### src/pea_mem_pkg.sv
//==========================================================
// Memory side types and the records passed between stages
// Import before the configuration package
//==========================================================
package pea_mem_pkg;

    localparam int NZF_W = 4;   // Flag bits per FRAM word

    // Index widths shared with the layer configuration
    localparam int LEN_W = 10;
    localparam int GRP_W = 6;
    localparam int ICH_W = 8;
    localparam int TAP_W = 3;

    typedef logic [11:0]      fram_addr_t;
    typedef logic [11:0]      aram_addr_t;
    typedef logic [12:0]      wram_addr_t;
    typedef logic [NZF_W-1:0] nzf_t;
    typedef logic [7:0]       act_data_t;
    typedef logic [7:0]       wei_data_t;

    // One outstanding FRAM read
    typedef struct packed {
        logic [LEN_W-1:0] pixel;
        logic [GRP_W-1:0] grp;
        logic             last;
    } flag_tag_t;

    typedef struct packed {
        logic [LEN_W-1:0] pixel;
        logic [ICH_W-1:0] ich;
        logic             last;
    } chan_job_t;

    typedef struct packed {
        act_data_t  dat;
        aram_addr_t inf;
        logic       lst;
    } act_beat_t;

    typedef struct packed {
        wei_data_t        dat;
        logic [TAP_W-1:0] inf;
        logic             lst;
    } wei_beat_t;

endpackage

### src/pea_cfg_pkg.sv
//==========================================================
// Layer configuration for one pass of the data generator
//==========================================================
package pea_cfg_pkg;

    import pea_mem_pkg::*;

    typedef logic [GRP_W-1:0] grp_t;   // Group of four input channels
    typedef logic [ICH_W-1:0] ich_t;
    typedef logic [LEN_W-1:0] len_t;
    typedef logic [TAP_W-1:0] tap_t;

    // Counts are stored minus one
    typedef struct packed {
        logic       flag_ena;
        grp_t       grp_last;
        len_t       len_last;
        tap_t       tap_last;
        wram_addr_t wram_base;
    } pea_cfg_t;

endpackage

### src/sync_fifo.sv
`timescale 1ns/100ps
//==========================================================
// First-word-fall-through FIFO on a register array
// Any depth of 2 or more, occupancy on count_o
//==========================================================
module sync_fifo #(
    parameter int  W     = 8,
    parameter int  DEPTH = 4,
    localparam int AW    = (DEPTH > 1) ? $clog2(DEPTH) : 1,
    localparam int CW    = $clog2(DEPTH + 1)
) (
    input  logic          clk,
    input  logic          rst_n,
    input  logic          wr_i,
    input  logic [W-1:0]  din_i,
    input  logic          rd_i,
    output logic [W-1:0]  dout_o,
    output logic          empty_o,
    output logic          full_o,
    output logic [CW-1:0] count_o
);
    logic [W-1:0]  mem [DEPTH];
    logic [AW-1:0] wr_ptr;
    logic [AW-1:0] rd_ptr;

    function automatic logic [AW-1:0] ptr_inc(input logic [AW-1:0] ptr);
        return (ptr == AW'(DEPTH - 1)) ? '0 : ptr + 1'b1;
    endfunction

    always_ff @(posedge clk or negedge rst_n) begin
        if (!rst_n) begin
            wr_ptr  <= '0;
            rd_ptr  <= '0;
            count_o <= '0;
        end else begin
            if (wr_i) begin
                wr_ptr <= ptr_inc(wr_ptr);
            end
            if (rd_i) begin
                rd_ptr <= ptr_inc(rd_ptr);
            end
            count_o <= count_o + CW'(wr_i) - CW'(rd_i);
        end
    end

    always_ff @(posedge clk) begin
        if (wr_i) begin
            mem[wr_ptr] <= din_i;
        end
    end

    assign dout_o  = mem[rd_ptr];   // Head entry always visible
    assign empty_o = (count_o == '0);
    assign full_o  = (count_o == CW'(DEPTH));

    a_no_overflow: assert property (@(posedge clk) disable iff (!rst_n) wr_i |-> !full_o);
    a_no_underflow: assert property (@(posedge clk) disable iff (!rst_n) rd_i |-> !empty_o);

endmodule

### src/pea_seq_ctrl.sv
`timescale 1ns/100ps
//==========================================================
// Pass sequencer: config handshake, FRAM address scan over
// pixels and channel groups, end-of-pass detection
//==========================================================
module pea_seq_ctrl (
    input  logic                   clk,
    input  logic                   rst_n,
    input  logic                   cfg_vld_i,
    input  pea_cfg_pkg::pea_cfg_t  cfg_i,
    output logic                   cfg_rdy_o,
    output logic                   idle_o,
    output pea_cfg_pkg::pea_cfg_t  cfg_o,
    output logic                   fram_add_vld_o,
    input  logic                   fram_add_rdy_i,
    output pea_mem_pkg::fram_addr_t fram_add_o,
    output logic                   tag_push_o,
    output pea_mem_pkg::flag_tag_t tag_o,
    input  logic                   flag_room_i,
    input  logic                   scan_busy_i,
    input  logic                   act_busy_i,
    input  logic                   wei_busy_i
);
    import pea_cfg_pkg::*;
    import pea_mem_pkg::*;

    typedef enum logic [1:0] {
        IDLE,
        SCAN,
        DRAIN,
        DONE
    } state_t;

    state_t     state;
    state_t     state_nxt;
    pea_cfg_t   cfg_q;
    grp_t       grp_cnt;
    len_t       pix_cnt;
    fram_addr_t fram_add;
    logic       cfg_hs;
    logic       add_hs;
    logic       last_word;

    assign cfg_hs    = cfg_vld_i && cfg_rdy_o;
    assign add_hs    = fram_add_vld_o && fram_add_rdy_i;
    assign last_word = (grp_cnt == cfg_q.grp_last) && (pix_cnt == cfg_q.len_last);

    //==========================================================
    // FSM
    //==========================================================
    always_comb begin
        state_nxt = state;
        case (state)
            IDLE: begin
                if (cfg_hs) state_nxt = SCAN;
            end
            SCAN: begin
                if (add_hs && last_word) state_nxt = DRAIN;
            end
            DRAIN: begin
                if (!scan_busy_i) state_nxt = DONE;   // All flag words turned into jobs
            end
            DONE: begin
                if (!(scan_busy_i || act_busy_i || wei_busy_i)) state_nxt = IDLE;
            end
            default: state_nxt = IDLE;
        endcase
    end

    always_ff @(posedge clk or negedge rst_n) begin
        if (!rst_n) begin
            state <= IDLE;
        end else begin
            state <= state_nxt;
        end
    end

    always_ff @(posedge clk) begin
        if (cfg_hs) begin
            cfg_q <= cfg_i;
        end
    end

    //==========================================================
    // Scan counters
    //==========================================================
    always_ff @(posedge clk or negedge rst_n) begin
        if (!rst_n) begin
            grp_cnt  <= '0;
            pix_cnt  <= '0;
            fram_add <= '0;
        end else if (cfg_hs) begin
            grp_cnt  <= '0;
            pix_cnt  <= '0;
            fram_add <= '0;
        end else if (add_hs) begin
            // Groups inner, pixels outer, so the address simply counts up
            fram_add <= fram_add + 1'b1;
            if (grp_cnt == cfg_q.grp_last) begin
                grp_cnt <= '0;
                pix_cnt <= pix_cnt + 1'b1;
            end else begin
                grp_cnt <= grp_cnt + 1'b1;
            end
        end
    end

    assign cfg_rdy_o      = (state == IDLE);
    assign idle_o         = cfg_rdy_o;
    assign cfg_o          = cfg_q;
    assign fram_add_vld_o = (state == SCAN) && flag_room_i;   // Room only grows while held
    assign fram_add_o     = fram_add;
    assign tag_push_o     = add_hs;
    assign tag_o          = '{pixel: pix_cnt, grp: grp_cnt, last: last_word};

    // New configuration only taken once every stage has drained
    a_cfg_stable: assert property (@(posedge clk) disable iff (!rst_n)
        cfg_hs |-> !(scan_busy_i || act_busy_i || wei_busy_i));

endmodule

### src/nzf_scan.sv
`timescale 1ns/100ps
//==========================================================
// Zero skipping: pairs FRAM words with their tags and emits
// one channel job per set flag bit, lowest bit first
//==========================================================
module nzf_scan #(
    parameter int OUT_DEPTH = 4
) (
    input  logic                   clk,
    input  logic                   rst_n,
    input  pea_cfg_pkg::pea_cfg_t  cfg_i,
    input  logic                   tag_push_i,
    input  pea_mem_pkg::flag_tag_t tag_i,
    output logic                   flag_room_o,
    input  logic                   fram_dat_vld_i,
    output logic                   fram_dat_rdy_o,
    input  pea_mem_pkg::nzf_t      fram_dat_i,
    input  logic                   act_job_rdy_i,
    input  logic                   wei_job_rdy_i,
    output logic                   job_vld_o,
    output pea_mem_pkg::chan_job_t job_o,
    output logic                   busy_o
);
    import pea_mem_pkg::*;

    localparam int IDX_W = $clog2(NZF_W);

    flag_tag_t        tag;
    nzf_t             flag_raw;
    nzf_t             flag_word;
    nzf_t             mask;
    nzf_t             rem;
    nzf_t             pick;
    logic [IDX_W-1:0] bit_idx;
    logic             tag_empty;
    logic             tag_full;
    logic             flag_empty;
    logic             flag_full;
    logic             word_pop;
    logic             rest_none;

    sync_fifo #(.W($bits(flag_tag_t)), .DEPTH(OUT_DEPTH)) u_tag_fifo (
        .clk(clk), .rst_n(rst_n),
        .wr_i(tag_push_i), .din_i(tag_i), .rd_i(word_pop), .dout_o(tag),
        .empty_o(tag_empty), .full_o(tag_full), .count_o()
    );

    sync_fifo #(.W(NZF_W), .DEPTH(OUT_DEPTH)) u_flag_fifo (
        .clk(clk), .rst_n(rst_n),
        .wr_i(fram_dat_vld_i && fram_dat_rdy_o), .din_i(fram_dat_i),
        .rd_i(word_pop), .dout_o(flag_raw),
        .empty_o(flag_empty), .full_o(flag_full), .count_o()
    );

    // Dense mode sets every bit, bit 0 forced on the final word
    assign flag_word = flag_raw | {NZF_W{!cfg_i.flag_ena}} | nzf_t'(tag.last);
    assign rem       = flag_word & ~mask & {NZF_W{!flag_empty}};

    // Lowest remaining bit
    always_comb begin
        bit_idx = '0;
        for (int i = NZF_W - 1; i >= 0; i--) begin
            if (rem[i]) begin
                bit_idx = IDX_W'(i);
            end
        end
    end

    assign pick      = nzf_t'(1) << bit_idx;
    assign rest_none = ((rem & ~pick) == '0);
    assign job_vld_o = (rem != '0) && act_job_rdy_i && wei_job_rdy_i;
    assign word_pop  = !flag_empty && ((rem == '0) || (job_vld_o && rest_none));

    always_ff @(posedge clk or negedge rst_n) begin
        if (!rst_n) begin
            mask <= '0;
        end else if (word_pop) begin
            mask <= '0;
        end else if (job_vld_o) begin
            mask <= mask | pick;   // Bits already issued
        end
    end

    assign job_o = '{pixel: tag.pixel, ich: {tag.grp, bit_idx}, last: tag.last && rest_none};

    assign flag_room_o    = !tag_full;
    assign fram_dat_rdy_o = !tag_empty && !flag_full;   // Only while a read is outstanding
    assign busy_o         = !tag_empty;   // Every held word has a tag

endmodule

### src/act_fetch.sv
`timescale 1ns/100ps
//==========================================================
// Activation fetch: one ARAM read per job, returned bytes
// tagged with their address and sent out as ACT beats
//==========================================================
module act_fetch #(
    parameter int JOB_DEPTH = 4,
    parameter int OUT_DEPTH = 4
) (
    input  logic                    clk,
    input  logic                    rst_n,
    input  pea_cfg_pkg::pea_cfg_t   cfg_i,
    input  logic                    job_vld_i,
    input  pea_mem_pkg::chan_job_t  job_i,
    output logic                    job_rdy_o,
    output logic                    aram_add_vld_o,
    input  logic                    aram_add_rdy_i,
    output pea_mem_pkg::aram_addr_t aram_add_o,
    input  logic                    aram_dat_vld_i,
    output logic                    aram_dat_rdy_o,
    input  pea_mem_pkg::act_data_t  aram_dat_i,
    output logic                    act_vld_o,
    input  logic                    act_rdy_i,
    output pea_mem_pkg::act_beat_t  act_o,
    output logic                    busy_o
);
    import pea_cfg_pkg::*;
    import pea_mem_pkg::*;

    localparam int CW = $clog2(OUT_DEPTH + 1);

    typedef struct packed {
        aram_addr_t inf;
        logic       lst;
    } act_tag_t;

    chan_job_t     job;
    act_tag_t      req_tag;
    act_tag_t      ret_tag;
    logic          job_empty;
    logic          job_full;
    logic          tag_empty;
    logic          out_empty;
    logic [CW-1:0] tag_cnt;
    logic [CW-1:0] out_cnt;
    logic          add_hs;
    logic          dat_hs;

    sync_fifo #(.W($bits(chan_job_t)), .DEPTH(JOB_DEPTH)) u_job_fifo (
        .clk(clk), .rst_n(rst_n),
        .wr_i(job_vld_i && job_rdy_o), .din_i(job_i), .rd_i(add_hs), .dout_o(job),
        .empty_o(job_empty), .full_o(job_full), .count_o()
    );

    assign aram_add_o = aram_addr_t'(job.pixel)
                      + aram_addr_t'(job.ich) * (aram_addr_t'(cfg_i.len_last) + 1'b1);

    assign aram_add_vld_o = !job_empty && ((tag_cnt + out_cnt) < CW'(OUT_DEPTH));
    assign add_hs         = aram_add_vld_o && aram_add_rdy_i;
    assign req_tag        = '{inf: aram_add_o, lst: job.last};

    sync_fifo #(.W($bits(act_tag_t)), .DEPTH(OUT_DEPTH)) u_tag_fifo (
        .clk(clk), .rst_n(rst_n),
        .wr_i(add_hs), .din_i(req_tag), .rd_i(dat_hs), .dout_o(ret_tag),
        .empty_o(tag_empty), .full_o(), .count_o(tag_cnt)
    );

    assign aram_dat_rdy_o = !tag_empty;
    assign dat_hs         = aram_dat_vld_i && aram_dat_rdy_o;

    sync_fifo #(.W($bits(act_beat_t)), .DEPTH(OUT_DEPTH)) u_out_fifo (
        .clk(clk), .rst_n(rst_n),
        .wr_i(dat_hs),
        .din_i(act_beat_t'{dat: aram_dat_i, inf: ret_tag.inf, lst: ret_tag.lst}),
        .rd_i(act_vld_o && act_rdy_i), .dout_o(act_o),
        .empty_o(out_empty), .full_o(), .count_o(out_cnt)
    );

    assign job_rdy_o = !job_full;
    assign act_vld_o = !out_empty;
    assign busy_o    = !(job_empty && tag_empty && out_empty);

endmodule

### src/wei_fetch.sv
`timescale 1ns/100ps
//==========================================================
// Weight fetch: expands each job into a burst of tap reads
// from WRAM and sends the weights out as WEI beats
//==========================================================
module wei_fetch #(
    parameter int JOB_DEPTH = 4,
    parameter int OUT_DEPTH = 4
) (
    input  logic                    clk,
    input  logic                    rst_n,
    input  pea_cfg_pkg::pea_cfg_t   cfg_i,
    input  logic                    job_vld_i,
    input  pea_mem_pkg::chan_job_t  job_i,
    output logic                    job_rdy_o,
    output logic                    wram_add_vld_o,
    input  logic                    wram_add_rdy_i,
    output pea_mem_pkg::wram_addr_t wram_add_o,
    input  logic                    wram_dat_vld_i,
    output logic                    wram_dat_rdy_o,
    input  pea_mem_pkg::wei_data_t  wram_dat_i,
    output logic                    wei_vld_o,
    input  logic                    wei_rdy_i,
    output pea_mem_pkg::wei_beat_t  wei_o,
    output logic                    busy_o
);
    import pea_cfg_pkg::*;
    import pea_mem_pkg::*;

    localparam int CW = $clog2(OUT_DEPTH + 1);

    typedef struct packed {
        tap_t inf;
        logic lst;
    } wei_tag_t;

    chan_job_t     job;
    wei_tag_t      req_tag;
    wei_tag_t      ret_tag;
    tap_t          tap_cnt;
    logic          tap_end;
    logic          job_empty;
    logic          job_full;
    logic          tag_empty;
    logic          out_empty;
    logic [CW-1:0] tag_cnt;
    logic [CW-1:0] out_cnt;
    logic          add_hs;
    logic          dat_hs;

    sync_fifo #(.W($bits(chan_job_t)), .DEPTH(JOB_DEPTH)) u_job_fifo (
        .clk(clk), .rst_n(rst_n),
        .wr_i(job_vld_i && job_rdy_o), .din_i(job_i), .rd_i(add_hs && tap_end), .dout_o(job),
        .empty_o(job_empty), .full_o(job_full), .count_o()
    );

    //==========================================================
    // Tap expansion and address issue
    //==========================================================
    assign tap_end = (tap_cnt == cfg_i.tap_last);

    always_ff @(posedge clk or negedge rst_n) begin
        if (!rst_n) begin
            tap_cnt <= '0;
        end else if (add_hs) begin
            tap_cnt <= tap_end ? '0 : tap_cnt + 1'b1;
        end
    end

    assign wram_add_o = cfg_i.wram_base
                      + wram_addr_t'(job.ich) * (wram_addr_t'(cfg_i.tap_last) + 1'b1)
                      + wram_addr_t'(tap_cnt);

    // Output space reserved for every read in flight
    assign wram_add_vld_o = !job_empty && ((tag_cnt + out_cnt) < CW'(OUT_DEPTH));
    assign add_hs         = wram_add_vld_o && wram_add_rdy_i;
    assign req_tag        = '{inf: tap_cnt, lst: tap_end};

    sync_fifo #(.W($bits(wei_tag_t)), .DEPTH(OUT_DEPTH)) u_tag_fifo (
        .clk(clk), .rst_n(rst_n),
        .wr_i(add_hs), .din_i(req_tag), .rd_i(dat_hs), .dout_o(ret_tag),
        .empty_o(tag_empty), .full_o(), .count_o(tag_cnt)
    );

    //==========================================================
    // Return path
    //==========================================================
    assign wram_dat_rdy_o = !tag_empty;
    assign dat_hs         = wram_dat_vld_i && wram_dat_rdy_o;

    sync_fifo #(.W($bits(wei_beat_t)), .DEPTH(OUT_DEPTH)) u_out_fifo (
        .clk(clk), .rst_n(rst_n),
        .wr_i(dat_hs),
        .din_i(wei_beat_t'{dat: wram_dat_i, inf: ret_tag.inf, lst: ret_tag.lst}),
        .rd_i(wei_vld_o && wei_rdy_i), .dout_o(wei_o),
        .empty_o(out_empty), .full_o(), .count_o(out_cnt)
    );

    assign job_rdy_o = !job_full;
    assign wei_vld_o = !out_empty;
    assign busy_o    = !(job_empty && tag_empty && out_empty);

endmodule

### src/pea_dat_gen_top.sv
`timescale 1ns/100ps
//==========================================================
// PE array data generator for a 1-D convolution layer
// Connects the sequencer and stages to FRAM, ARAM and WRAM
//==========================================================
module pea_dat_gen_top #(
    parameter int JOB_DEPTH = 4,
    parameter int OUT_DEPTH = 4
) (
    input  logic                    clk,
    input  logic                    rst_n,
    input  logic                    cfg_vld_i,
    input  pea_cfg_pkg::pea_cfg_t   cfg_i,
    output logic                    cfg_rdy_o,
    output logic                    idle_o,
    output logic                    fram_add_vld_o,
    input  logic                    fram_add_rdy_i,
    output pea_mem_pkg::fram_addr_t fram_add_o,
    input  logic                    fram_dat_vld_i,
    output logic                    fram_dat_rdy_o,
    input  pea_mem_pkg::nzf_t       fram_dat_i,
    output logic                    aram_add_vld_o,
    input  logic                    aram_add_rdy_i,
    output pea_mem_pkg::aram_addr_t aram_add_o,
    input  logic                    aram_dat_vld_i,
    output logic                    aram_dat_rdy_o,
    input  pea_mem_pkg::act_data_t  aram_dat_i,
    output logic                    wram_add_vld_o,
    input  logic                    wram_add_rdy_i,
    output pea_mem_pkg::wram_addr_t wram_add_o,
    input  logic                    wram_dat_vld_i,
    output logic                    wram_dat_rdy_o,
    input  pea_mem_pkg::wei_data_t  wram_dat_i,
    output logic                    act_vld_o,
    input  logic                    act_rdy_i,
    output pea_mem_pkg::act_beat_t  act_o,
    output logic                    wei_vld_o,
    input  logic                    wei_rdy_i,
    output pea_mem_pkg::wei_beat_t  wei_o
);
    import pea_cfg_pkg::*;
    import pea_mem_pkg::*;

    pea_cfg_t  cfg;
    logic      tag_push;
    flag_tag_t tag;
    logic      flag_room;
    logic      job_vld;
    chan_job_t job;
    logic      act_job_rdy;
    logic      wei_job_rdy;
    logic      scan_busy;
    logic      act_busy;
    logic      wei_busy;

    pea_seq_ctrl u_seq_ctrl (
        .clk(clk), .rst_n(rst_n),
        .cfg_vld_i(cfg_vld_i), .cfg_i(cfg_i), .cfg_rdy_o(cfg_rdy_o), .idle_o(idle_o),
        .cfg_o(cfg),
        .fram_add_vld_o(fram_add_vld_o), .fram_add_rdy_i(fram_add_rdy_i),
        .fram_add_o(fram_add_o),
        .tag_push_o(tag_push), .tag_o(tag), .flag_room_i(flag_room),
        .scan_busy_i(scan_busy), .act_busy_i(act_busy), .wei_busy_i(wei_busy)
    );

    nzf_scan #(.OUT_DEPTH(OUT_DEPTH)) u_nzf_scan (
        .clk(clk), .rst_n(rst_n), .cfg_i(cfg),
        .tag_push_i(tag_push), .tag_i(tag), .flag_room_o(flag_room),
        .fram_dat_vld_i(fram_dat_vld_i), .fram_dat_rdy_o(fram_dat_rdy_o),
        .fram_dat_i(fram_dat_i),
        .act_job_rdy_i(act_job_rdy), .wei_job_rdy_i(wei_job_rdy),
        .job_vld_o(job_vld), .job_o(job), .busy_o(scan_busy)
    );

    act_fetch #(.JOB_DEPTH(JOB_DEPTH), .OUT_DEPTH(OUT_DEPTH)) u_act_fetch (
        .clk(clk), .rst_n(rst_n), .cfg_i(cfg),
        .job_vld_i(job_vld), .job_i(job), .job_rdy_o(act_job_rdy),
        .aram_add_vld_o(aram_add_vld_o), .aram_add_rdy_i(aram_add_rdy_i),
        .aram_add_o(aram_add_o),
        .aram_dat_vld_i(aram_dat_vld_i), .aram_dat_rdy_o(aram_dat_rdy_o),
        .aram_dat_i(aram_dat_i),
        .act_vld_o(act_vld_o), .act_rdy_i(act_rdy_i), .act_o(act_o), .busy_o(act_busy)
    );

    wei_fetch #(.JOB_DEPTH(JOB_DEPTH), .OUT_DEPTH(OUT_DEPTH)) u_wei_fetch (
        .clk(clk), .rst_n(rst_n), .cfg_i(cfg),
        .job_vld_i(job_vld), .job_i(job), .job_rdy_o(wei_job_rdy),
        .wram_add_vld_o(wram_add_vld_o), .wram_add_rdy_i(wram_add_rdy_i),
        .wram_add_o(wram_add_o),
        .wram_dat_vld_i(wram_dat_vld_i), .wram_dat_rdy_o(wram_dat_rdy_o),
        .wram_dat_i(wram_dat_i),
        .wei_vld_o(wei_vld_o), .wei_rdy_i(wei_rdy_i), .wei_o(wei_o), .busy_o(wei_busy)
    );

endmodule

### config.mk
export PLATFORM = sky130hd
export DESIGN_NAME = pea_dat_gen_top
export DESIGN_NICKNAME = d
export VERILOG_FILES = /design/src/pea_mem_pkg.sv /design/src/pea_cfg_pkg.sv /design/src/sync_fifo.sv /design/src/pea_seq_ctrl.sv /design/src/nzf_scan.sv /design/src/act_fetch.sv /design/src/wei_fetch.sv /design/src/pea_dat_gen_top.sv
export SDC_FILE = /design/constraint.sdc
export NUM_CORES = 1
export LEC_CHECK = 0
export BUFFER_PORTS_ARGS = -buffer_cell sky130_fd_sc_hd__buf_4
export CAP_MARGIN = 30
export CORE_MARGIN = 2
export CORE_UTILIZATION = 35
export DETAILED_ROUTE_END_ITERATION = 12
export PLACE_DENSITY = 0.6
export REMOVE_ABC_BUFFERS = 1
export SYNTH_ARGS = -nofsm -noshare
export SYNTH_HDL_FRONTEND = slang
export SYNTH_SLANG_ARGS = --single-unit
### constraint.sdc
create_clock -name clk -period 12.1 [get_ports clk]
set_input_delay 0 -clock clk [delete_from_list [all_inputs] [get_ports clk]]
set_output_delay 0 -clock clk [all_outputs]
set_load 0.02 [all_outputs]
==> impl_metrics.csv, run 1 <==
group,metric,value,unit
sta,tns,0,ps
clock_network,cts_made_buffers,56,
synth,synth-async-reset-ratio,17.95,%
synth,yosysWarningCount,0,
floorplanning,start_util,35.44,%
hold_path,min_delay_path_depth,2,
sta,period_minus_slack,6311,ps
worst_setup_path,worst_setup_path_start_kind,"flip-flop",
sta,finClkSkew,18.86,ps
drt,viasPerCell,4.690,
outcome,status,"completed",
synth,synth_top_family_by_area,"adder cells",
synth,synth_xor_area_share,3.438,%
grt,grt_pass1_vias,13730,
drt,dr.pass1.iters,5,
floorplanning,die_h,267.8,µm
hold_path,whs_endpoint,"u_seq_ctrl.cfg_o[27]$_DFFE_PP_",
sta,relSlewSlack,39.22,%
hold_path,hold_start,"cfg_i[27]",
finish,drive_gt1_share,19.18,%
drt,drc_errors,0,
job,maxCapViolCount,0,
grt,grt_pass1_wl,76500,µm
worst_setup_path,slowest_delay,650,ps
grt,antenna_found_initial,0,
drt,drtIter0Drc,673,
synth,yosysSeqAreaShare,61.97,%
floorplanning,die_area,71700,µm²
finish,nFillCells,6183,
sta,slew_violations,0,
worst_setup_path,cp.required,12100,ps
drt,vias,12970,
grt,grt_overflow_total,0,
drt,ant_nets,0,
synth,netlist_instances,1546,
worst_setup_path,crit_top_cell,"fa_1",
clock_network,cts_tree,"yes",
hold_path,hp-class,"primary input to flip-flop",
finish,n_antenna_cell,0,
sta,rsz0062_at_grt,"false",
drt,drt-total-wl,48750,µm
synth,synth_compound_area_share,2.549,%
synth,syn-cell-area,24350,µm²
sta,hold_viol_final,0,
finish,fin_area,29180,µm²
sta,fmax,0.1585,GHz
clock_network,insertion_delay,610,ps
clock_network,cts.sinks,518,
worst_setup_path,r2r_cells,16,
synth,muxShareOfSynthArea,9.737,%
worst_setup_path,r2r_slack,6430,ps
clock_network,path_clk_slew,60,ps
clock_network,cts-root-buf,"clkbuf_16",
synth,synth_seq_cells,518,
worst_setup_path,worst_r2r_endpoint,"u_act_fetch.u_tag_fifo.mem[3][12]$_DFFE_PP_",
drt,avgRoutedWirePerCell,17.63,µm
worst_setup_path,critPathMaxFanout,13,
worst_setup_path,endpoint_kind,"primary output",
worst_setup_path,crit_chain,"ha_1 > nand3_1 > xnor2_1 > and2_1 > fa_1 > fa_1 > fa_1 > inv_1 > fa_1 > inv_1 > ha_1 > or2_2 > a21oi_1 > a31oi_1 > xor2_1 > xnor2_1 > buf_4",
synth,synth-simple-area-share,6.423,%
synth,synth_ff_type,"edfxtp_1",
floorplanning,die_w,267.8,µm
synth,synth-edff-count,425,
synth,yosys.cell_types.count,62,
grt,grt.total_usage,13.77,%
finish,syn2layout_area_growth,19.83,%
floorplanning,io_pins,144,
clock_network,cts_setup_buffers,0,
grt,grt_max_degree,64,
synth,synthAdderAreaFrac,12.26,%
sta,finalSetupViolations,0,
clock_network,cts_resized,0,
place,gp_congestion,0.8421,
place,dp_hpwl,34370,µm
synth,avgSynthCellArea,15.75,µm²
finish,layout.nets,2045,
worst_setup_path,crit_slowest_cell,"edfxtp_1",
worst_setup_path,critical_path_class,"flip-flop to primary output",
place,dpl_cell_area,26610,µm²
clock_network,h-tree-depth,2,
clock_network,cts_buffer_depth,3,
floorplanning,core,68710,µm²
floorplanning,placementRows,96,
worst_setup_path,cp.arrival,6310,ps
worst_setup_path,reg2reg_from,"u_seq_ctrl.cfg_o[16]$_DFFE_PP_",
place,portBuffers,143,
sta,fin_crit_sh,52.16,%
sta,tightest_slew,911.8,ps
==> cells by family after synthesis <==
| logic type | count (synthesis) |
|---|---|
| AOI/OAI and AO/OA | 95 |
| adders and majority gates | 192 |
| and+or+nand+nor | 310 |
| DFF | 518 |
| buffers and inverters | 229 |
| muxes | 108 |
| xor gates and xnor gates | 94 |
==> layout by cell type (no fill, tap or decap), types with 3 or more instances in the layout <==
master	synthesis	routed
and2_1	53	52
clkbuf_8	0	3
nand4_1	10	10
clkinvlp_4	0	3
xnor2_1	49	49
nor2_1	45	45
nand3_1	15	15
nor2b_1	12	12
a21o_1	9	9
nand2b_1	5	5
inv_1	187	187
mux2_4	4	4
buf_16	0	5
nor3_1	16	16
clkinv_1	0	6
mux2_2	5	5
o21ai_0	26	26
xor2_1	44	44
and4_1	3	3
bufinv_16	0	6
o21bai_1	5	5
a21oi_1	25	25
buf_4	1	155
o31ai_1	3	3
mux4_2	88	88
ha_1	113	113
and3_1	28	28
clkbuf_16	0	56
edfxtp_1	425	425
clkinv_2	0	10
dlygate4sd3_1	0	64
dfrtp_1	93	93
a31oi_1	5	5
fa_1	78	78
nand2_1	97	97
nor4_1	4	4
clkbuf_1	27	15
or3_1	13	13
mux4_1	10	10
==> registers in the layout, summed over array words and instances (netlist names), 3 cells and up <==
name                            flops
u_act_fetch.u_job_fifo.count_o      3
u_act_fetch.u_job_fifo.mem         76
u_act_fetch.u_out_fifo.count_o      3
u_act_fetch.u_out_fifo.mem         84
u_act_fetch.u_tag_fifo.count_o      3
u_act_fetch.u_tag_fifo.mem         52
u_nzf_scan.mask                     4
u_nzf_scan.u_flag_fifo.count_o      3
u_nzf_scan.u_flag_fifo.mem         16
u_nzf_scan.u_tag_fifo.count_o       3
u_nzf_scan.u_tag_fifo.mem          68
u_seq_ctrl.cfg_o                   33
u_seq_ctrl.fram_add_o              12
u_seq_ctrl.grp_cnt                  6
u_seq_ctrl.pix_cnt                 10
u_wei_fetch.tap_cnt                 3
u_wei_fetch.u_job_fifo.count_o      3
u_wei_fetch.u_job_fifo.mem         32
u_wei_fetch.u_out_fifo.count_o      3
u_wei_fetch.u_out_fifo.mem         48
u_wei_fetch.u_tag_fifo.count_o      3
u_wei_fetch.u_tag_fifo.mem         16
==> critical path: cells and delay by family, from the launching register on <==
| family | cells | cell delay [ps] |
|---|---|---|
| AOI/OAI and AO/OA | 2 | 210 |
| xor gates and xnor gates | 3 | 1110 |
| buffers and inverters | 3 | 380 |
| DFF | 1 | 650 |
| adders and majority gates | 6 | 2690 |
| and+or+nand+nor | 3 | 650 |
==> area by class of cell <==
cell class / count / area, µm² / area share, %
clock buffer: 74 / 1499 / 5.137
sequential: 518 / 15090 / 51.72
tap: 931 / 1165 / 3.992
clock inverter: 29 / 331.6 / 1.136
timing repair buffer: 228 / 2012 / 6.895
multi-input combinational: 799 / 8379 / 28.72
inverter: 187 / 701.9 / 2.406
==> repair_timing <==
action,4_1_cts,5_1_grt
setup endpoints to repair,0,0
endpoints found under the hold margin,203,0
hold buffers,65,0
==> per-layer routing <==
layer  wire [µm]  global-route usage, %  up-vias
li1            -                      -     6060
met1       21320                  17.92     6637
met2       24770                  24.07      224
met3        1922                  2.227       52
met4         743                  3.397        0
met5           0                      0        -
==> worst max path at each step <==
| stage | cells after the start | end | slack, ps | start |
|---|---|---|---|---|
| 2_1_floorplan | 14 | u_act_fetch.u_tag_fifo.mem[0][12]$_DFFE_PP_ | 6380 | u_act_fetch.u_job_fifo.rd_ptr[0]$_DFFE_PN0P_ |
| 3_3_place_gp | 17 | aram_add_o[11] | 6530 | u_seq_ctrl.cfg_o[16]$_DFFE_PP_ |
| 3_5_place_dp | 17 | aram_add_o[11] | 6430 | u_seq_ctrl.cfg_o[16]$_DFFE_PP_ |
| 4_1_cts | 17 | aram_add_o[11] | 5770 | u_seq_ctrl.cfg_o[16]$_DFFE_PP_ |
| 5_1_grt | 18 | aram_add_o[11] | 5500 | u_seq_ctrl.cfg_o[16]$_DFFE_PP_ |
| 6_report | 17 | aram_add_o[11] | 5790 | u_seq_ctrl.cfg_o[16]$_DFFE_PP_ |
==> cells in the mapped netlist (all sizes together), types with 12 or more instances <==
library cell,number,area [µm²]
inv,187,701.9
and3,28,175.2
dfrtp,93,2327
a21oi,26,133.9
clkbuf,27,101.4
mux4,98,2245
nor2b,12,75.07
xor2,44,385.4
and2,54,337.8
fa,78,1562
or3,13,81.33
nand3,15,75.07
edfxtp,425,12760
nor3,17,90.09
o21ai,28,151.4
buf,15,78.82
nor2,46,175.2
xnor2,49,429.2
ha,113,1414
nand2,97,364.1
==> through the flow <==
step | cells | worst slack [ps] | hold WS, ps | util [%]
2_1_floorplan | 1504 | 6376 | -295.6 | -
3_3_place_gp | 2590 | 6530 | -36.03 | 38.57
3_5_place_dp | 2595 | 6435 | -33.03 | 38.73
4_1_cts | 2763 | 5772 | 70.05 | 42.36
5_1_grt | 2766 | 5495 | 91.24 | 42.47
6_report | 2766 | 5789 | 113.0 | 42.47
Power of run 1 is left out: the tool's default activity adds up to more than one toggle a clock period on the data nets, which glitch-free logic cannot reach.
==> run 2: changes to the inputs <==
clock period = 6.1 ns   (was 12.1 ns; I/O delays follow)
==> run 2 against run 1 <==
Effect of this change: setup slack worse by 5600 ps; critical path type unchanged; clock skew is 1.8 ps higher; non-clock buffer count increased by 10.
==> impl_metrics.csv, run 2 (same netlist as run 1, synthesis figures left out) <==
group,metric,value,unit
outcome,status,"completed",
clock_network,cts_tree,"yes",
worst_setup_path,worst_setup_path_start_kind,"flip-flop",
clock_network,h-tree-depth,2,
finish,drive_gt1_share,21.20,%
place,portBuffers,143,
hold_path,hp-class,"primary input to flip-flop",
worst_setup_path,r2r_slack,750,ps
worst_setup_path,cp-startpoint,"u_seq_ctrl.cfg_o[19]$_DFFE_PP_",
worst_setup_path,crit_top_cell,"fa_1",
worst_setup_path,crit_end,"aram_add_o[11]",
drt,drc_errors,0,
finish,largest_reg_flops,84,
drt,vias,13040,
finish,reg_top3,"u_act_fetch.u_out_fifo.mem (84), u_act_fetch.u_job_fifo.mem (76), u_nzf_scan.u_tag_fifo.mem (68)",
job,maxCapViolCount,0,
clock_network,cts.sinks,518,
finish,fin_cells,2780,
worst_setup_path,crit_cells,21,
place,dp_hpwl,34240,µm
grt,grt.total_usage,13.69,%
clock_network,insertion_delay,620,ps
sta,finClkSkew,20.62,ps
finish,final_core_util,43.08,%
finish,n_antenna_cell,0,
sta,setup_slack,199.8,ps
sta,hold_viol_final,0,
place,dp_cells,2597,
worst_setup_path,critPathMaxFanout,4,
grt,grt_pass1_vias,13570,
floorplanning,core,68710,µm²
worst_setup_path,critical_path_class,"flip-flop to primary output",
drt,drt-total-wl,48790,µm
clock_network,cts-root-buf,"clkbuf_16",
sta,rsz0062_at_grt,"true",
sta,fin_crit_sh,96.72,%
finish,nFillCells,6186,
sta,period_minus_slack,5900,ps
floorplanning,start_util,35.44,%
floorplanning,die_w,267.8,µm
worst_setup_path,cp.arrival,5900,ps
floorplanning,die_area,71700,µm²
sta,fmax,0.1695,GHz
worst_setup_path,worst_r2r_endpoint,"u_act_fetch.u_tag_fifo.mem[0][12]$_DFFE_PP_",
sta,slew_violations,0,
sta,tightest_slew,994.3,ps
drt,ant_nets,0,
clock_network,cts_buffer_depth,3,
floorplanning,die_h,267.8,µm
place,gp_congestion,0.8593,
drt,avgRoutedWirePerCell,17.55,µm
floorplanning,placementRows,96,
sta,tns,0,ps
worst_setup_path,crit_slowest_cell,"fa_1",
floorplanning,io_pins,144,
finish,syn2layout_area_growth,21.57,%
place,place_ws,314.1,ps
drt,viasPerCell,4.692,
clock_network,cts_made_buffers,57,
grt,grt_max_degree,52,
finish,top_register,"u_act_fetch.u_out_fifo.mem",
worst_setup_path,crit_family,"adder cells",
sta,relSlewSlack,33.71,%
grt,antenna_found_initial,1,
sta,finalSetupViolations,0,
worst_setup_path,crit_chain,"and4_4 > nand4_1 > nor2_1 > and2_4 > xor2_2 > nand2_1 > fa_1 > inv_1 > fa_1 > fa_1 > inv_1 > fa_1 > inv_1 > ha_1 > or2_2 > a21oi_1 > a31oi_1 > xor2_1 > xnor2_2 > buf_6 > buf_4",
grt,grt_overflow_total,0,
worst_setup_path,cp.required,6100,ps
hold_path,min_delay_path_depth,2,
finish,final_common_cell,"edfxtp_1",
worst_setup_path,cp_num_buf_inv,5,
worst_setup_path,slowest_delay,530,ps
worst_setup_path,endpoint_kind,"primary output",
drt,dr.pass1.iters,5,
grt,grt_pass1_wl,76000,µm
finish,mostFrequentLayoutCells,"edfxtp_1, inv_1, buf_4",
drt,drtIter0Drc,752,
worst_setup_path,r2r_cells,20,
clock_network,path_clk_slew,60,ps
worst_setup_path,reg2reg_from,"u_seq_ctrl.cfg_o[19]$_DFFE_PP_",
finish,layout.nets,2056,
## run 2: cell count changes in the layout (fill, tap and decap cells not counted), sizes merged
cell      change
inv           +3
clkbuf        -4
bufinv        +6
buf          +10
clkinvlp      -1
## run 2: how the worst min path moves through the flow
stage	startpoint	to	slack (ps)
finish	cfg_i[6]	u_seq_ctrl.cfg_o[6]$_DFFE_PP_	100
global route	cfg_i[6]	u_seq_ctrl.cfg_o[6]$_DFFE_PP_	90
CTS	cfg_i[27]	u_seq_ctrl.cfg_o[27]$_DFFE_PP_	60
detailed placement	rst_n	u_seq_ctrl.pix_cnt[5]$_DFFE_PN0P_	40
global placement	rst_n	u_seq_ctrl.pix_cnt[5]$_DFFE_PN0P_	30
floorplan	rst_n	u_act_fetch.u_job_fifo.count_o[0]$_DFF_PN0_	-300
## run 2: timing repair
action | 4_1_cts | 5_1_grt
resized for setup | 5 | 14
hold buffers | 65 | 0
endpoints found under the hold margin | 216 | 0
buffers inserted | 3 | 7
setup endpoints to repair | 3 | 4
pin swaps | 0 | 2
## run 2: through the flow
stage	area [µm²]	hold WS, ps
CTS	29440	62.37
floorplan	24170	-295.6
detailed placement	26600	37.62
global placement	26530	34.19
finish	29600	104.3
global route	29600	88.17
## run 2: cell type report
class | count | area, µm² | area share [%]
Sequential cell | 518 | 15090 | 50.99
Multi-Input combinational cell | 799 | 8478 | 28.64
Tap cell | 931 | 1165 | 3.935
Timing Repair Buffer | 238 | 2038 | 6.886
Inverter | 187 | 701.9 | 2.371
Clock buffer | 70 | 1565 | 5.288
Clock inverter | 37 | 558.0 | 1.885
## run 2: routing by layer
| metal | routed length, µm | global-route usage, % | part of all wire, % | vias to the layer above |
|---|---|---|---|---|
| li1 | - | - | - | 6089 |
| met1 | 21480 | 17.73 | 44 | 6691 |
| met2 | 24830 | 24.02 | 51 | 212 |
| met3 | 1678 | 2.016 | 3.4 | 51 |
| met4 | 808 | 3.699 | 1.7 | 0 |
| met5 | 0 | 0 | 0 | - |
Power of run 2 is left out for the same reason.
==> run 3: changes to the inputs <==
clock period = 7.41 ns   (was 6.1 ns; I/O delays follow)
==> run 3 against run 2 <==
Effect of this change: non-clock buffer count fell by 14; setup slack improved by 640 ps; routed wire length fell by 0.59%; first-iteration DRC count fell by 9.6%; sequential cell count did not move; register-to-register slack improved by 700 ps; die area did not move; clock-buffer cell count rose by 1; core utilization fell by 0.70 points; via count fell by 0.61%; cell count fell by 0.54%; critical path depth fell by 4; largest cell class unchanged.
==> impl_metrics.csv, run 3 (same netlist as run 1, synthesis figures left out) <==
group,metric,value,unit
sta,hold_viol_final,0,
finish,mostFrequentLayoutCells,"edfxtp_1, inv_1, buf_4",
worst_setup_path,r2r_slack,1450,ps
worst_setup_path,cp.required,7410,ps
sta,finalSetupViolations,0,
clock_network,cts.sinks,518,
worst_setup_path,r2r_cells,16,
grt,grt_pass1_vias,13770,
drt,drtIter0Drc,680,
grt,antenna_found_initial,2,
floorplanning,die_area,71700,µm²
sta,rsz0062_at_grt,"false",
sta,tns,0,ps
outcome,status,"completed",
worst_setup_path,critPathMaxFanout,13,
worst_setup_path,endpoint_kind,"primary output",
sta,slew_violations,0,
worst_setup_path,reg2reg_from,"u_seq_ctrl.cfg_o[16]$_DFFE_PP_",
finish,fin_area,29120,µm²
drt,drc_errors,0,
finish,drive_gt1_share,19.03,%
worst_setup_path,cp_num_buf_inv,3,
hold_path,hold_start,"cfg_i[28]",
grt,grt_max_degree,54,
sta,holdWs,118.9,ps
clock_network,cts_buffer_depth,3,
hold_path,whs_endpoint,"u_seq_ctrl.cfg_o[28]$_DFFE_PP_",
floorplanning,io_pins,144,
sta,period_minus_slack,6569,ps
hold_path,hp-class,"primary input to flip-flop",
clock_network,cts_tree,"yes",
clock_network,h-tree-depth,2,
sta,setup_slack,840.7,ps
worst_setup_path,crit_slowest_cell,"edfxtp_1",
finish,seqCellArea,15090,µm²
clock_network,cts_made_buffers,57,
drt,ant_nets,0,
finish,n_antenna_cell,0,
finish,largest_reg_flops,84,
floorplanning,placementRows,96,
worst_setup_path,slowest_delay,680,ps
drt,drt-total-wl,48510,µm
place,dpl_cell_area,26570,µm²
place,dp_hpwl,34120,µm
worst_setup_path,crit_family,"adder cells",
place,place_ws,1492,ps
clock_network,cts_setup_buffers,0,
grt,grt_overflow_total,0,
finish,reg_top3,"u_act_fetch.u_out_fifo.mem (84), u_act_fetch.u_job_fifo.mem (76), u_nzf_scan.u_tag_fifo.mem (68)",
drt,viasPerCell,4.688,
grt,grt.total_usage,13.76,%
worst_setup_path,crit_top_cell,"fa_1",
hold_path,min_delay_path_depth,2,
finish,syn2layout_area_growth,19.58,%
clock_network,insertion_delay,610,ps
clock_network,cts-root-buf,"clkbuf_16",
drt,vias,12960,
grt,grt_pass1_wl,76290,µm
worst_setup_path,cp.arrival,6570,ps
finish,multi_input_area,8379,µm²
finish,final_common_cell,"edfxtp_1",
floorplanning,die_h,267.8,µm
worst_setup_path,worst_r2r_endpoint,"u_act_fetch.u_tag_fifo.mem[2][12]$_DFFE_PP_",
worst_setup_path,worst_setup_path_start_kind,"flip-flop",
worst_setup_path,crit_chain,"ha_1 > nand3_1 > xnor2_1 > and2_1 > fa_1 > fa_1 > fa_1 > inv_1 > fa_1 > inv_1 > ha_1 > or2_2 > a21oi_1 > a31oi_1 > xor2_1 > xnor2_1 > buf_4",
place,gp_congestion,0.8189,
finish,top_register,"u_act_fetch.u_out_fifo.mem",
job,maxCapViolCount,0,
finish,nFillCells,6186,
sta,finClkSkew,17.32,ps
sta,fin_crit_sh,88.65,%
sta,relSlewSlack,35.36,%
floorplanning,die_w,267.8,µm
worst_setup_path,critical_path_class,"flip-flop to primary output",
drt,dr.pass1.iters,5,
finish,layout.nets,2042,
clock_network,path_clk_slew,60,ps
place,portBuffers,143,
sta,tightest_slew,969.5,ps
sta,fmax,0.1522,GHz
floorplanning,core,68710,µm²
drt,avgRoutedWirePerCell,17.54,µm
floorplanning,start_util,35.44,%
## run 3: layout make-up
class                      count  share of cell area, %
multi-input combinational    799                  28.78
sequential                   518                  51.82
tap                          931                  4.001
inverter                     187                  2.411
timing repair buffer         224                  6.712
clock buffer                  71                  5.221
clock inverter                35                  1.057
## run 3: worst max-delay path by stage
stage                                                 start                                          end  slack (ps)  cells after the start
6_report                     u_seq_ctrl.cfg_o[16]$_DFFE_PP_                               aram_add_o[11]         840                     17
5_1_grt                      u_seq_ctrl.cfg_o[16]$_DFFE_PP_                               aram_add_o[11]         490                     17
4_1_cts                      u_seq_ctrl.cfg_o[16]$_DFFE_PP_                               aram_add_o[11]         830                     17
3_5_place_dp                 u_seq_ctrl.cfg_o[16]$_DFFE_PP_                               aram_add_o[11]        1490                     17
3_3_place_gp                 u_seq_ctrl.cfg_o[16]$_DFFE_PP_                               aram_add_o[11]        1630                     17
2_1_floorplan  u_act_fetch.u_job_fifo.rd_ptr[0]$_DFFE_PN0P_  u_act_fetch.u_tag_fifo.mem[0][12]$_DFFE_PP_        1690                     14
## run 3: routing by layer
metal	global-route usage [%]	share of wire [%]	wire (µm)
met3	2.273	3.9	1903
met4	3.941	2.2	1049
met2	24.28	51	24750
met5	0	0	0
met1	17.47	43	20800
## run 3: timing repair
item	4_1_cts	5_1_grt
hold buffers	65	0
endpoints found under the hold margin	213	0
gates resized for setup	0	0
## run 3: metrics by stage
stage	cells	utilization, %
2_1_floorplan	1504	-
3_3_place_gp	2588	38.55
3_5_place_dp	2592	38.67
4_1_cts	2763	42.30
5_1_grt	2765	42.38
6_report	2765	42.38
Power of run 3 is left out for the same reason.
